File: src/hw/sd_link_pkg.sv
`default_nettype none

package sd_link_pkg;

    // ======================================================================
    // Serial message and response framing
    // ======================================================================

    // Bits after the start bit, MSB first
    localparam int msg_len  = 64;

    // Type field sits in the top bits, argument below it
    localparam int type_len = 8;
    localparam int arg_len  = 56;

    // Response shifted back out after the turnaround gap
    localparam int resp_len = 64;

    // Message types
    // Anything unlisted decodes to MSG_BAD
    typedef enum logic [type_len-1:0] {
        MSG_NOP         = 8'h00,
        MSG_LED_SET     = 8'h01,
        MSG_ECHO        = 8'h80,  // Responds
        MSG_CMD6_STATUS = 8'h82,  // Responds
        MSG_BAD         = 8'hff
    } msg_type_e;

    // ======================================================================
    // LEDs and SD data-in stream
    // ======================================================================

    localparam int led_width       = 4;    // Low argument bits
    localparam int dat_width       = 16;   // SD data-in word

    // CMD6 access mode lives in bits 11..8 of the captured word
    localparam int access_mode_lsb = 8;

    // ======================================================================
    // Defaults for the top-level parameters
    // ======================================================================

    // Idle cycles between resp_load and the first response bit
    localparam int default_turnaround = 8;

    // Word index within a block, counted from 0 after block start
    localparam int default_cmd6_word  = 8;

endpackage

`default_nettype wire

File: src/hw/cmd6_mode_capture.sv
`default_nettype none

module cmd6_mode_capture #(
    parameter int cmd6_word_index = sd_link_pkg::default_cmd6_word
) (
    input  logic                              sd_datInWrite_clk,
    input  logic                              sd_datInWrite_rst_,
    input  logic                              dat_block_start,
    input  logic                              dat_trigger,
    input  logic [sd_link_pkg::dat_width-1:0] dat_data,
    output logic [3:0]                        access_mode,
    output logic                              mode_captured
);

    // Counter only has to reach the target index
    localparam int cnt_width = (cmd6_word_index > 0) ? $clog2(cmd6_word_index + 1) : 1;
    localparam logic [cnt_width-1:0] target = cnt_width'(cmd6_word_index);

    logic [cnt_width-1:0] word_cnt;
    logic                 armed;    // Still looking for the word in this block

    always_ff @(posedge sd_datInWrite_clk or negedge sd_datInWrite_rst_) begin
        if (!sd_datInWrite_rst_) begin
            word_cnt      <= '0;
            armed         <= 1'b0;
            access_mode   <= '0;
            mode_captured <= 1'b0;
        end else if (dat_block_start) begin
            word_cnt      <= '0;
            armed         <= 1'b1;
            mode_captured <= 1'b0;
        end else if (dat_trigger && armed) begin
            if (word_cnt == target) begin
                access_mode   <= dat_data[sd_link_pkg::access_mode_lsb +: 4];
                mode_captured <= 1'b1;
                armed         <= 1'b0;  // Rest of the block is ignored
            end else begin
                word_cnt <= word_cnt + 1'b1;
            end
        end
    end

endmodule

`default_nettype wire

File: src/hw/sd_link_top.sv
`default_nettype none

module sd_link_top #(
    parameter int turnaround_cycles = sd_link_pkg::default_turnaround,
    parameter int cmd6_word_index   = sd_link_pkg::default_cmd6_word
) (
    input  logic                              sd_datInWrite_clk,
    input  logic                              sd_datInWrite_rst_,
    input  logic                              spi_data_in,
    input  logic                              dat_block_start,
    input  logic                              dat_trigger,
    input  logic [sd_link_pkg::dat_width-1:0] dat_data,
    output logic                              spi_data_out,
    output logic                              spi_data_oe,
    output logic [sd_link_pkg::led_width-1:0] leds
);

    // Decode to execute
    logic                             msg_valid;
    sd_link_pkg::msg_type_e           msg_type;
    logic [sd_link_pkg::arg_len-1:0]  msg_arg;

    // Execute to shifter
    logic                             resp_load;
    logic [sd_link_pkg::resp_len-1:0] resp_word;
    logic                             resp_busy;    // Holds the decoder

    // Capture to execute
    logic [3:0]                       access_mode;
    logic                             mode_captured;

    // ======================================================================
    // Command path
    // ======================================================================

    spi_msg_decode u_decode (
        .sd_datInWrite_clk  (sd_datInWrite_clk),
        .sd_datInWrite_rst_ (sd_datInWrite_rst_),
        .spi_data_in        (spi_data_in),
        .resp_busy          (resp_busy),
        .msg_valid          (msg_valid),
        .msg_type           (msg_type),
        .msg_arg            (msg_arg)
    );

    spi_cmd_execute u_execute (
        .sd_datInWrite_clk  (sd_datInWrite_clk),
        .sd_datInWrite_rst_ (sd_datInWrite_rst_),
        .msg_valid          (msg_valid),
        .msg_type           (msg_type),
        .msg_arg            (msg_arg),
        .access_mode        (access_mode),
        .mode_captured      (mode_captured),
        .leds               (leds),
        .resp_load          (resp_load),
        .resp_word          (resp_word)
    );

    spi_resp_shift #(
        .turnaround_cycles  (turnaround_cycles)
    ) u_shift (
        .sd_datInWrite_clk  (sd_datInWrite_clk),
        .sd_datInWrite_rst_ (sd_datInWrite_rst_),
        .resp_load          (resp_load),
        .resp_word          (resp_word),
        .spi_data_out       (spi_data_out),
        .spi_data_oe        (spi_data_oe),
        .resp_busy          (resp_busy)
    );

    // ======================================================================
    // SD data-in side
    // ======================================================================

    cmd6_mode_capture #(
        .cmd6_word_index    (cmd6_word_index)
    ) u_capture (
        .sd_datInWrite_clk  (sd_datInWrite_clk),
        .sd_datInWrite_rst_ (sd_datInWrite_rst_),
        .dat_block_start    (dat_block_start),
        .dat_trigger        (dat_trigger),
        .dat_data           (dat_data),
        .access_mode        (access_mode),
        .mode_captured      (mode_captured)
    );

endmodule

`default_nettype wire

File: src/hw/spi_cmd_execute.sv
`default_nettype none

module spi_cmd_execute (
    input  logic                              sd_datInWrite_clk,
    input  logic                              sd_datInWrite_rst_,
    input  logic                              msg_valid,
    input  sd_link_pkg::msg_type_e            msg_type,
    input  logic [sd_link_pkg::arg_len-1:0]   msg_arg,
    input  logic [3:0]                        access_mode,
    input  logic                              mode_captured,
    output logic [sd_link_pkg::led_width-1:0] leds,
    output logic                              resp_load,
    output logic [sd_link_pkg::resp_len-1:0]  resp_word
);

    // Captured flag plus 4 access-mode bits
    localparam int status_bits = 5;

    logic [sd_link_pkg::resp_len-1:0] echo_word;
    logic [sd_link_pkg::resp_len-1:0] status_word;
    logic [sd_link_pkg::resp_len-1:0] resp_next;
    logic                             resp_hit;
    logic                             led_hit;

    // ======================================================================
    // Response words
    // ======================================================================

    // Argument in the low bits, top byte zero
    assign echo_word = {{(sd_link_pkg::resp_len - sd_link_pkg::arg_len){1'b0}}, msg_arg};

    assign status_word = {{(sd_link_pkg::resp_len - status_bits){1'b0}},
                          mode_captured, access_mode};

    always_comb begin
        resp_hit  = 1'b0;
        led_hit   = 1'b0;
        resp_next = echo_word;

        case (msg_type)
            sd_link_pkg::MSG_ECHO: begin
                resp_hit = 1'b1;
            end
            sd_link_pkg::MSG_CMD6_STATUS: begin
                resp_hit  = 1'b1;
                resp_next = status_word;
            end
            sd_link_pkg::MSG_LED_SET: begin
                led_hit = 1'b1;
            end
            default: begin
                // Nop and unknown types fall through quietly
                resp_hit = 1'b0;
            end
        endcase
    end

    // ======================================================================
    // Registers
    // ======================================================================

    always_ff @(posedge sd_datInWrite_clk or negedge sd_datInWrite_rst_) begin
        if (!sd_datInWrite_rst_) begin
            leds      <= '0;
            resp_load <= 1'b0;
        end else begin
            resp_load <= msg_valid && resp_hit;  // One-cycle strobe
            if (msg_valid && led_hit) begin
                leds <= msg_arg[sd_link_pkg::led_width-1:0];
            end
        end
    end

    // Response payload, valid alongside resp_load
    always_ff @(posedge sd_datInWrite_clk) begin
        if (msg_valid && resp_hit) begin
            resp_word <= resp_next;
        end
    end

endmodule

`default_nettype wire

File: src/hw/spi_msg_decode.sv
`default_nettype none

module spi_msg_decode (
    input  logic                            sd_datInWrite_clk,
    input  logic                            sd_datInWrite_rst_,
    input  logic                            spi_data_in,
    input  logic                            resp_busy,
    output logic                            msg_valid,
    output sd_link_pkg::msg_type_e          msg_type,
    output logic [sd_link_pkg::arg_len-1:0] msg_arg
);

    localparam int cnt_width = $clog2(sd_link_pkg::msg_len);
    localparam logic [cnt_width-1:0] last_bit = cnt_width'(sd_link_pkg::msg_len - 1);

    // Cycles spent in wait before looking at resp_busy
    // Covers execute latency plus the shifter taking resp_load
    localparam int gap_cycles = 2;
    localparam logic [cnt_width-1:0] gap_last = cnt_width'(gap_cycles - 1);

    typedef enum logic [1:0] {
        ST_IDLE,
        ST_SHIFT,
        ST_WAIT,
        ST_HOLD
    } state_e;

    state_e                             state;
    logic [cnt_width-1:0]               bit_cnt;
    logic [sd_link_pkg::msg_len-1:0]    msg_reg;
    logic [sd_link_pkg::type_len-1:0]   type_field;

    // ======================================================================
    // Field extraction and type decode
    // ======================================================================

    assign type_field = msg_reg[sd_link_pkg::msg_len-1 -: sd_link_pkg::type_len];
    assign msg_arg    = msg_reg[sd_link_pkg::arg_len-1:0];

    always_comb begin
        case (type_field)
            sd_link_pkg::MSG_NOP:         msg_type = sd_link_pkg::MSG_NOP;
            sd_link_pkg::MSG_LED_SET:     msg_type = sd_link_pkg::MSG_LED_SET;
            sd_link_pkg::MSG_ECHO:        msg_type = sd_link_pkg::MSG_ECHO;
            sd_link_pkg::MSG_CMD6_STATUS: msg_type = sd_link_pkg::MSG_CMD6_STATUS;
            default:                      msg_type = sd_link_pkg::MSG_BAD;
        endcase
    end

    // ======================================================================
    // Message shift register
    // ======================================================================

    // MSB arrives first, so shift in from the bottom
    always_ff @(posedge sd_datInWrite_clk) begin
        if (state == ST_SHIFT) begin
            msg_reg <= {msg_reg[sd_link_pkg::msg_len-2:0], spi_data_in};
        end
    end

    // ======================================================================
    // Framing FSM
    // ======================================================================

    always_ff @(posedge sd_datInWrite_clk or negedge sd_datInWrite_rst_) begin
        if (!sd_datInWrite_rst_) begin
            state     <= ST_IDLE;
            bit_cnt   <= '0;
            msg_valid <= 1'b0;
        end else begin
            msg_valid <= 1'b0;

            case (state)
                ST_IDLE: begin
                    // Leading high bit marks the frame
                    if (spi_data_in) begin
                        bit_cnt <= '0;
                        state   <= ST_SHIFT;
                    end
                end

                ST_SHIFT: begin
                    if (bit_cnt == last_bit) begin
                        bit_cnt   <= '0;
                        msg_valid <= 1'b1;  // Message complete next cycle
                        state     <= ST_WAIT;
                    end else begin
                        bit_cnt <= bit_cnt + 1'b1;
                    end
                end

                ST_WAIT: begin
                    if (bit_cnt == gap_last) begin
                        state <= ST_HOLD;
                    end else begin
                        bit_cnt <= bit_cnt + 1'b1;
                    end
                end

                ST_HOLD: begin
                    // Line is ignored until the response has gone out
                    if (!resp_busy) begin
                        state <= ST_IDLE;
                    end
                end

                default: state <= ST_IDLE;
            endcase
        end
    end

endmodule

`default_nettype wire

File: src/hw/spi_resp_shift.sv
`default_nettype none

module spi_resp_shift #(
    parameter int turnaround_cycles = sd_link_pkg::default_turnaround
) (
    input  logic                             sd_datInWrite_clk,
    input  logic                             sd_datInWrite_rst_,
    input  logic                             resp_load,
    input  logic [sd_link_pkg::resp_len-1:0] resp_word,
    output logic                             spi_data_out,
    output logic                             spi_data_oe,
    output logic                             resp_busy
);

    // One counter times both the gap and the bit phase
    localparam int cnt_max   = (turnaround_cycles > sd_link_pkg::resp_len) ?
                               turnaround_cycles : sd_link_pkg::resp_len;
    localparam int cnt_width = $clog2(cnt_max + 1);

    localparam logic [cnt_width-1:0] gap_load  = cnt_width'(turnaround_cycles - 1);
    localparam logic [cnt_width-1:0] bits_load = cnt_width'(sd_link_pkg::resp_len - 1);

    logic [cnt_width-1:0]             cnt;
    logic                             in_gap;
    logic [sd_link_pkg::resp_len-1:0] shreg;

    // ======================================================================
    // Response shift register
    // ======================================================================

    always_ff @(posedge sd_datInWrite_clk) begin
        if (resp_load && !resp_busy) begin
            shreg <= resp_word;
        end else if (resp_busy && (!in_gap || cnt == '0)) begin
            shreg <= {shreg[sd_link_pkg::resp_len-2:0], 1'b0};
        end
    end

    // ======================================================================
    // Gap and bit timing
    // ======================================================================

    always_ff @(posedge sd_datInWrite_clk or negedge sd_datInWrite_rst_) begin
        if (!sd_datInWrite_rst_) begin
            cnt          <= '0;
            in_gap       <= 1'b0;
            resp_busy    <= 1'b0;
            spi_data_oe  <= 1'b0;
            spi_data_out <= 1'b0;
        end else if (!resp_busy) begin
            if (resp_load) begin
                resp_busy <= 1'b1;
                in_gap    <= 1'b1;
                cnt       <= gap_load;
            end
        end else if (in_gap) begin
            if (cnt == '0) begin
                // Gap over, first bit goes out
                in_gap       <= 1'b0;
                cnt          <= bits_load;
                spi_data_oe  <= 1'b1;
                spi_data_out <= shreg[sd_link_pkg::resp_len-1];
            end else begin
                cnt <= cnt - 1'b1;
            end
        end else if (cnt == '0) begin
            spi_data_oe  <= 1'b0;   // Busy drops with the enable
            spi_data_out <= 1'b0;
            resp_busy    <= 1'b0;
        end else begin
            cnt          <= cnt - 1'b1;
            spi_data_out <= shreg[sd_link_pkg::resp_len-1];
        end
    end

endmodule

`default_nettype wire

File: config.mk
export PLATFORM = sky130hd
export DESIGN_NAME = sd_link_top
export DESIGN_NICKNAME = d
export VERILOG_FILES = /design/src/hw/sd_link_pkg.sv /design/src/hw/cmd6_mode_capture.sv /design/src/hw/sd_link_top.sv /design/src/hw/spi_cmd_execute.sv /design/src/hw/spi_msg_decode.sv /design/src/hw/spi_resp_shift.sv
export SDC_FILE = /design/constraint.sdc
export NUM_CORES = 1
export LEC_CHECK = 0
export BUFFER_PORTS_ARGS = -buffer_cell sky130_fd_sc_hd__buf_2
export CAP_MARGIN = 20
export CORE_MARGIN = 4
export CORE_UTILIZATION = 55
export DETAILED_ROUTE_END_ITERATION = 7
export HOLD_SLACK_MARGIN = 0.15
export PLACE_DENSITY = 0.75
export SLEW_MARGIN = 30
export SYNTH_ARGS = -nofsm -noshare
export SYNTH_HDL_FRONTEND = slang
export SYNTH_SLANG_ARGS = --single-unit
File: constraint.sdc
create_clock -name sd_datInWrite_clk -period 4.69 [get_ports sd_datInWrite_clk]
set_input_delay 0.2345 -clock sd_datInWrite_clk [delete_from_list [all_inputs] [get_ports sd_datInWrite_clk]]
set_output_delay 0.2345 -clock sd_datInWrite_clk [all_outputs]
set_load 0.05 [all_outputs]
-- After elaboration in Yosys (flattened, before gate mapping)
Index checks and enable logic that the tools add are counted.
- bits in registers: 227
- input port bits: 21
- output and inout bits: 6
- word-level logic and storage cells: 111
- $add $sub $neg: 3
- eq/ne operators: 20
- multiplexer cells: 44
- bitwise gates (word level): 1
- reductions and logical operators: 25
- operator list (kind ; number):
    64-bit two-way mux ; 2
    7-bit two-way mux ; 5
    8-bit == test, second input constant ; 4
    8-bit one-hot mux with 4 select lines ; 1
    1-bit two-way mux ; 23
    6-bit two-way mux ; 3
    6-bit one-hot mux with 3 select lines ; 1
    8-bit by 1-bit == test with 1-bit output, second input constant ; 2
    4-bit two-way mux ; 3
    2-bit inequality test, second input constant ; 6
    2-bit AND reduction ; 5
    8-bit logical NOT ; 1
    2-bit two-way mux ; 4
    2-bit one-hot mux with 4 select lines ; 1
    2-bit nonzero test ; 4
    7-bit logical NOT ; 1
    7-bit by 1-bit subtractor with 7-bit output, second input constant ; 1
    6-bit by 1-bit adder with 6-bit output, second input constant ; 1
    6-bit by 1-bit == test with 1-bit output, second input constant ; 1
    6-bit == test, second input constant ; 1
    3-bit AND reduction ; 2
    1-bit logical AND ; 5
    5-bit two-way mux ; 1
    4-bit by 1-bit adder with 4-bit output, second input constant ; 1
    12 further kinds ; 14

-- Longest topological paths before layout
- word-level depth: 6
- mapped depth: 6
- depth with buffers taken out: 6

-- By module
From an unflattened synthesis, not the netlist that was laid out.
- cell total of the unflattened synthesis: 576
- area, all modules: 9155.0 µm²
- by module, submodules not included (module ; instances ; cells each ; area each (µm²) ; seq. area each (µm²)):
    spi_resp_shift ; 1 ; 197 ; 3295.7 ; 2197.1
    spi_msg_decode ; 1 ; 196 ; 2997.9 ; 2147.1
    spi_cmd_execute ; 1 ; 143 ; 2392.3 ; 1806.7
    cmd6_mode_capture ; 1 ; 40 ; 469.2 ; 250.2

-- Worst setup path after synthesis
OpenSTA, ideal clock, no wires.
- path kind: register to register
- start: reg u_shift.cnt[0]
- end: reg u_shift.shreg[0] (netlist bit) (enable)
- setup time: 0.524 ns
- data arrival time: 4.468 ns
- path slack: -0.302 ns
- cell stages (with the launch flop): 6
- cells stage by stage: dfrtp_1 > inv_1 > ha_1 > nor4b_1 > nand2_1 > a31oi_1
- cells in the longest elaborated chain, start to end: 4
- ends and longest elaborated chain (what ; RTL line ; text):
    from (decl) ; spi_resp_shift.sv:23 ; logic [cnt_width-1:0] cnt;
    from (signal assigned) ; spi_resp_shift.sv:54 ; cnt <= gap_load;
    from (signal assigned) ; spi_resp_shift.sv:60 ; cnt <= bits_load;
    from (signal assigned) ; spi_resp_shift.sv:64 ; cnt <= cnt - 1'b1;
    7-bit logical NOT ; spi_resp_shift.sv:34 ; end else if (resp_busy && (!in_gap || cnt == '0)) begin
    1-bit logical OR ; spi_resp_shift.sv:34 ;
    1-bit logical AND ; spi_resp_shift.sv:34 ;
    2-bit nonzero test (no source line) ; -- ;
    to (signal assigned) ; spi_resp_shift.sv:33 ; shreg <= resp_word;
    to (signal assigned) ; spi_resp_shift.sv:35 ; shreg <= {shreg[sd_link_pkg::resp_len-2:0], 1'b0};
    to (decl) ; spi_resp_shift.sv:25 ; logic [sd_link_pkg::resp_len-1:0] shreg;
Every way passes these cells.
A chain may end at the register's enable or synchronous reset.

-- Final worst setup path
- start: reg u_shift.cnt[0]
- end: reg u_shift.shreg[16] (netlist bit) (enable)
Same word-level chain as after synthesis.

==> results.yml <==
outcome:
  run_status: "completed"
route:
  routedWlPerCell_um: 16.2
  drt_pre_antenna_iters: 5
  avgViaCountPerCell: 5.52
  via_count: 4065
  post-route-drc-count: 0
  drt-initial-drc-count: 289
  postRouteWirelength_mm: 11.9
  route.antenna.remaining_nets: 0
clock_tree:
  clkLatencyLatePin_ns: 0.49
  cts_max_level: 1
  cts_buffer_count: 22
  post_cts.resized_instances: 0
  root_buffer: "sky130_fd_sc_hd__clkbuf_16"
  clock_tree.buffer_depth: 3
  cts.clk_slew.worst_paths_ns: 0.06
  cts_tree: "done"
  clock-sinks: 219
synth:
  synth.net_count: 530
  number_of_synthesized_register_bits: 219
  post_synth_num_cell_types: 43
  synth_edf_count: 184
  postSynthCellCount: 498
  mappedNetlistArea_um2: 8480
  sequential_element_share_of_the_synthesized_area_pct: 75.5
  synth_ff_type: "sky130_fd_sc_hd__edfxtp_1"
  synth_area_per_cell_um2: 17.0
  ys_warn_count: 0
  asyncSetResetFlopFracSynth_pct: 16.0
setup_path:
  r2r-end: "u_shift.shreg[16]$_DFFE_PP_"
  path_buf_inv: 2
  crit-reg2reg-launch: "u_shift.cnt[0]$_DFFE_PN0P_"
  required_ns: 4.80
  setup.reg_to_reg.worst_slack_ns: 1.97
  r2r.worst_path.cells: 6
  path_class: "flop to flop"
  type_of_origin_of_the_critical_path: "flop"
  cp-end-kind: "flop"
  cp_cell_sequence: "inv_1 > ha_1 > nor4b_1 > nand2_1 > a31oi_4 > buf_4"
  critPathMaxStageDelay_ns: 0.68
  cp.depth: 6
  timing.critical_path.arrival_ns: 2.84
  crit_path_max_fanout: 64
  cpMaxStageDelayCell: "sky130_fd_sc_hd__buf_4"
  critical-path-top-delay-family: "buffers and inverters"
final_layout:
  antenna_cells_inserted: 0
  nFillCells: 1006
  area_of_all_placed_cells_without_fillers_um2: 9540
  layout.area.seq_um2: 6400
  area_growth_syn_to_layout_pct: 12.6
  post_layout_nonfiller_instances: 736
  multi_input_comb_area_um2: 1960
  num-nets-final: 565
  layout-drive-gt1-share_pct: 22.8
die:
  boundaryPins: 27
  area_of_the_placeable_core_um2: 15100
  chipWidth_um: 132
  initial_core_util_pct: 56.0
  rows: 45
  die_height_um: 132
  die-area_um2: 17500
sta:
  fmaxAchievable_ghz: 0.367
  worst_slew_pin_slew_ns: 0.857
  slew_headroom_pct: 42.9
  slew_violations: 0
  hold_slack_ns: 0.229
  fin_setup_tns_ns: 0
  setup_violations: 0
  final_period_minus_worst_setup_slack_ns: 2.72
  fin_worst_skew_ns: 0.00850
  rsz0062_at_grt: "false"
  hold_viol: 0
  min_period_over_period_pct: 58.0
global_route:
  grt_max_degree: 67
  grt_overflow_total: 0
  grt_first_pass_wirelength_mm: 19.8
  gr-usage-all-layers_pct: 13.6
  first_global_vias: 4065
  initial_antenna_violation_count: 0
worst_hold_path:
  worstHoldPathCells: 5
  worst_hold_path_type: "input port to flop"
  min_delay_worst_endpoint: "u_capture.word_cnt[3]$_DFFE_PN0P_"
  min_from: "dat_trigger"
placed_design:
  io_buffer_count: 14
  finalWeightedCongestion: 0.825
  detailed_placer_s_ending_hpwl_mm: 6.53
  placed_instance_count: 689
  post_dp_cell_area_um2: 8760
pwr:
  p_per_area_nw_per_um2: 477
  worst_ir_drop_vdd_v: 0.000616
  leakage_nw: 3.04
flow_run:
  cap_viol_max_count: 0
## worst min-delay path: cells and delay by family
| family | cells | cell delay [ns] |
|---|---|---|
| XOR/XNOR | 1 | 0.13 |
| buffers and inverters | 1 | 0.11 |
| AND/OR/NAND/NOR | 3 | 0.21 |
## cells in the mapped netlist (3+ instances only)
cell type	number	area share (%)
sky130_fd_sc_hd__o21ai_0	10	0.59
sky130_fd_sc_hd__inv_1	16	0.71
sky130_fd_sc_hd__nor2b_1	64	4.7
sky130_fd_sc_hd__buf_2	5	0.30
sky130_fd_sc_hd__mux2i_1	4	0.47
sky130_fd_sc_hd__nand3_1	8	0.47
sky130_fd_sc_hd__mux2_1	5	0.66
sky130_fd_sc_hd__clkbuf_1	5	0.22
sky130_fd_sc_hd__buf_4	5	0.44
sky130_fd_sc_hd__nand2_1	14	0.62
sky130_fd_sc_hd__edfxtp_1	184	65
sky130_fd_sc_hd__xnor2_1	3	0.31
sky130_fd_sc_hd__o31ai_1	3	0.27
sky130_fd_sc_hd__nor2_1	15	0.66
sky130_fd_sc_hd__a21oi_1	6	0.35
sky130_fd_sc_hd__ha_1	11	1.6
sky130_fd_sc_hd__o22ai_1	4	0.30
sky130_fd_sc_hd__mux2_2	66	8.8
sky130_fd_sc_hd__dfrtp_1	35	10
## layout by cell type (no fill, tap or decap), types with 2 or more instances in the layout
cell,count
sky130_fd_sc_hd__edfxtp_1,184
sky130_fd_sc_hd__mux2_2,66
sky130_fd_sc_hd__nor2b_1,63
sky130_fd_sc_hd__dfrtp_1,35
sky130_fd_sc_hd__clkbuf_16,23
sky130_fd_sc_hd__inv_1,16
sky130_fd_sc_hd__nor2_1,15
sky130_fd_sc_hd__nand2_1,14
sky130_fd_sc_hd__buf_2,14
sky130_fd_sc_hd__o21ai_0,10
sky130_fd_sc_hd__ha_1,10
sky130_fd_sc_hd__nand3_1,8
sky130_fd_sc_hd__dlygate4sd3_1,8
sky130_fd_sc_hd__a21oi_1,6
sky130_fd_sc_hd__mux2_1,5
sky130_fd_sc_hd__clkinv_1,5
sky130_fd_sc_hd__buf_4,5
sky130_fd_sc_hd__o22ai_1,4
sky130_fd_sc_hd__mux2i_1,4
sky130_fd_sc_hd__clkinv_2,4
sky130_fd_sc_hd__o31ai_1,3
sky130_fd_sc_hd__xnor2_1,3
sky130_fd_sc_hd__or4_1,2
sky130_fd_sc_hd__nor4b_1,2
sky130_fd_sc_hd__nand4_1,2
sky130_fd_sc_hd__nor3_1,2
sky130_fd_sc_hd__nand2b_1,2
sky130_fd_sc_hd__nand3b_1,2
sky130_fd_sc_hd__and3_1,2
sky130_fd_sc_hd__a21o_1,2
sky130_fd_sc_hd__o211ai_1,2
sky130_fd_sc_hd__clkbuf_8,2
sky130_fd_sc_hd__clkinvlp_4,2
## logic make-up (layout without fill, tap and decap cells)
logic type	after synthesis	count (layout)	synth area share, %
xor+xnor	3	3	0.310
mux	75	75	9.90
simple gates	123	123	8.34
flops	219	219	75.5
compound gates	35	35	2.60
buf+inv	32	82	1.71
fa+ha+maj	11	11	1.62
## per-layer routing
metal,wire [um],GRT usage (%)
met5,0,0
met4,251,4.08
met3,518,2.56
met2,5810,22.0
met1,5350,19.2
## how the worst max path moves through the flow
stage / from / to / slack [ns]
5_1_grt: u_shift.cnt[1]$_DFFE_PN0P_ / u_shift.shreg[29]$_DFFE_PP_ / 1.80
4_1_cts: u_shift.cnt[0]$_DFFE_PN0P_ / u_shift.shreg[29]$_DFFE_PP_ / 1.99
6_report: u_shift.cnt[0]$_DFFE_PN0P_ / u_shift.shreg[16]$_DFFE_PP_ / 1.97
3_5_place_dp: u_decode.msg_reg[58]$_DFFE_PP_ / u_execute.resp_word[27]$_SDFFCE_PN0P_ / 1.97
2_1_floorplan: u_shift.cnt[0]$_DFFE_PN0P_ / u_shift.shreg[0]$_SDFFCE_PN0P_ / 1.02
3_3_place_gp: u_decode.msg_reg[58]$_DFFE_PP_ / u_execute.resp_word[0]$_DFFE_PP_ / 1.99
## stage by stage
| step | setup slack (ns) | util [%] | power [mW] |
|---|---|---|---|
| after floorplan | 1.02 | - | 2.80 |
| after global placement | 1.99 | 57.9 | 2.89 |
| after detailed placement | 1.97 | 57.9 | 2.93 |
| after CTS | 1.99 | 63.0 | 4.60 |
| after global routing | 1.80 | 63.0 | 4.75 |
| final | 1.97 | 63.0 | 4.55 |
## repair_timing
| action | CTS | global route |
|---|---|---|
| endpoints found under the hold margin | 46 | 0 |
| buffers inserted | 0 | 0 |
| hold buffers | 8 | 0 |
## where the power goes
| part | internal (mW) | total (mW) | switching (mW) | leakage [nW] |
|---|---|---|---|---|
| clock | 0.976 | 1.66 | 0.685 | 0.341 |
| combinational | 0.141 | 0.381 | 0.240 | 0.784 |
| sequential | 2.42 | 2.51 | 0.0907 | 1.91 |
| total | 3.53 | 4.55 | 1.02 | 3.04 |
## layout make-up
cell class / count / share of cell area (%)
Timing Repair Buffer: 27 / 1.97
Clock buffer: 26 / 6.36
Sequential cell: 219 / 67.1
Clock inverter: 13 / 0.970
Tap cell: 188 / 2.46
Inverter: 16 / 0.629
Multi-Input combinational cell: 247 / 20.5
Note: power is estimated with default switching activity, not from simulation.
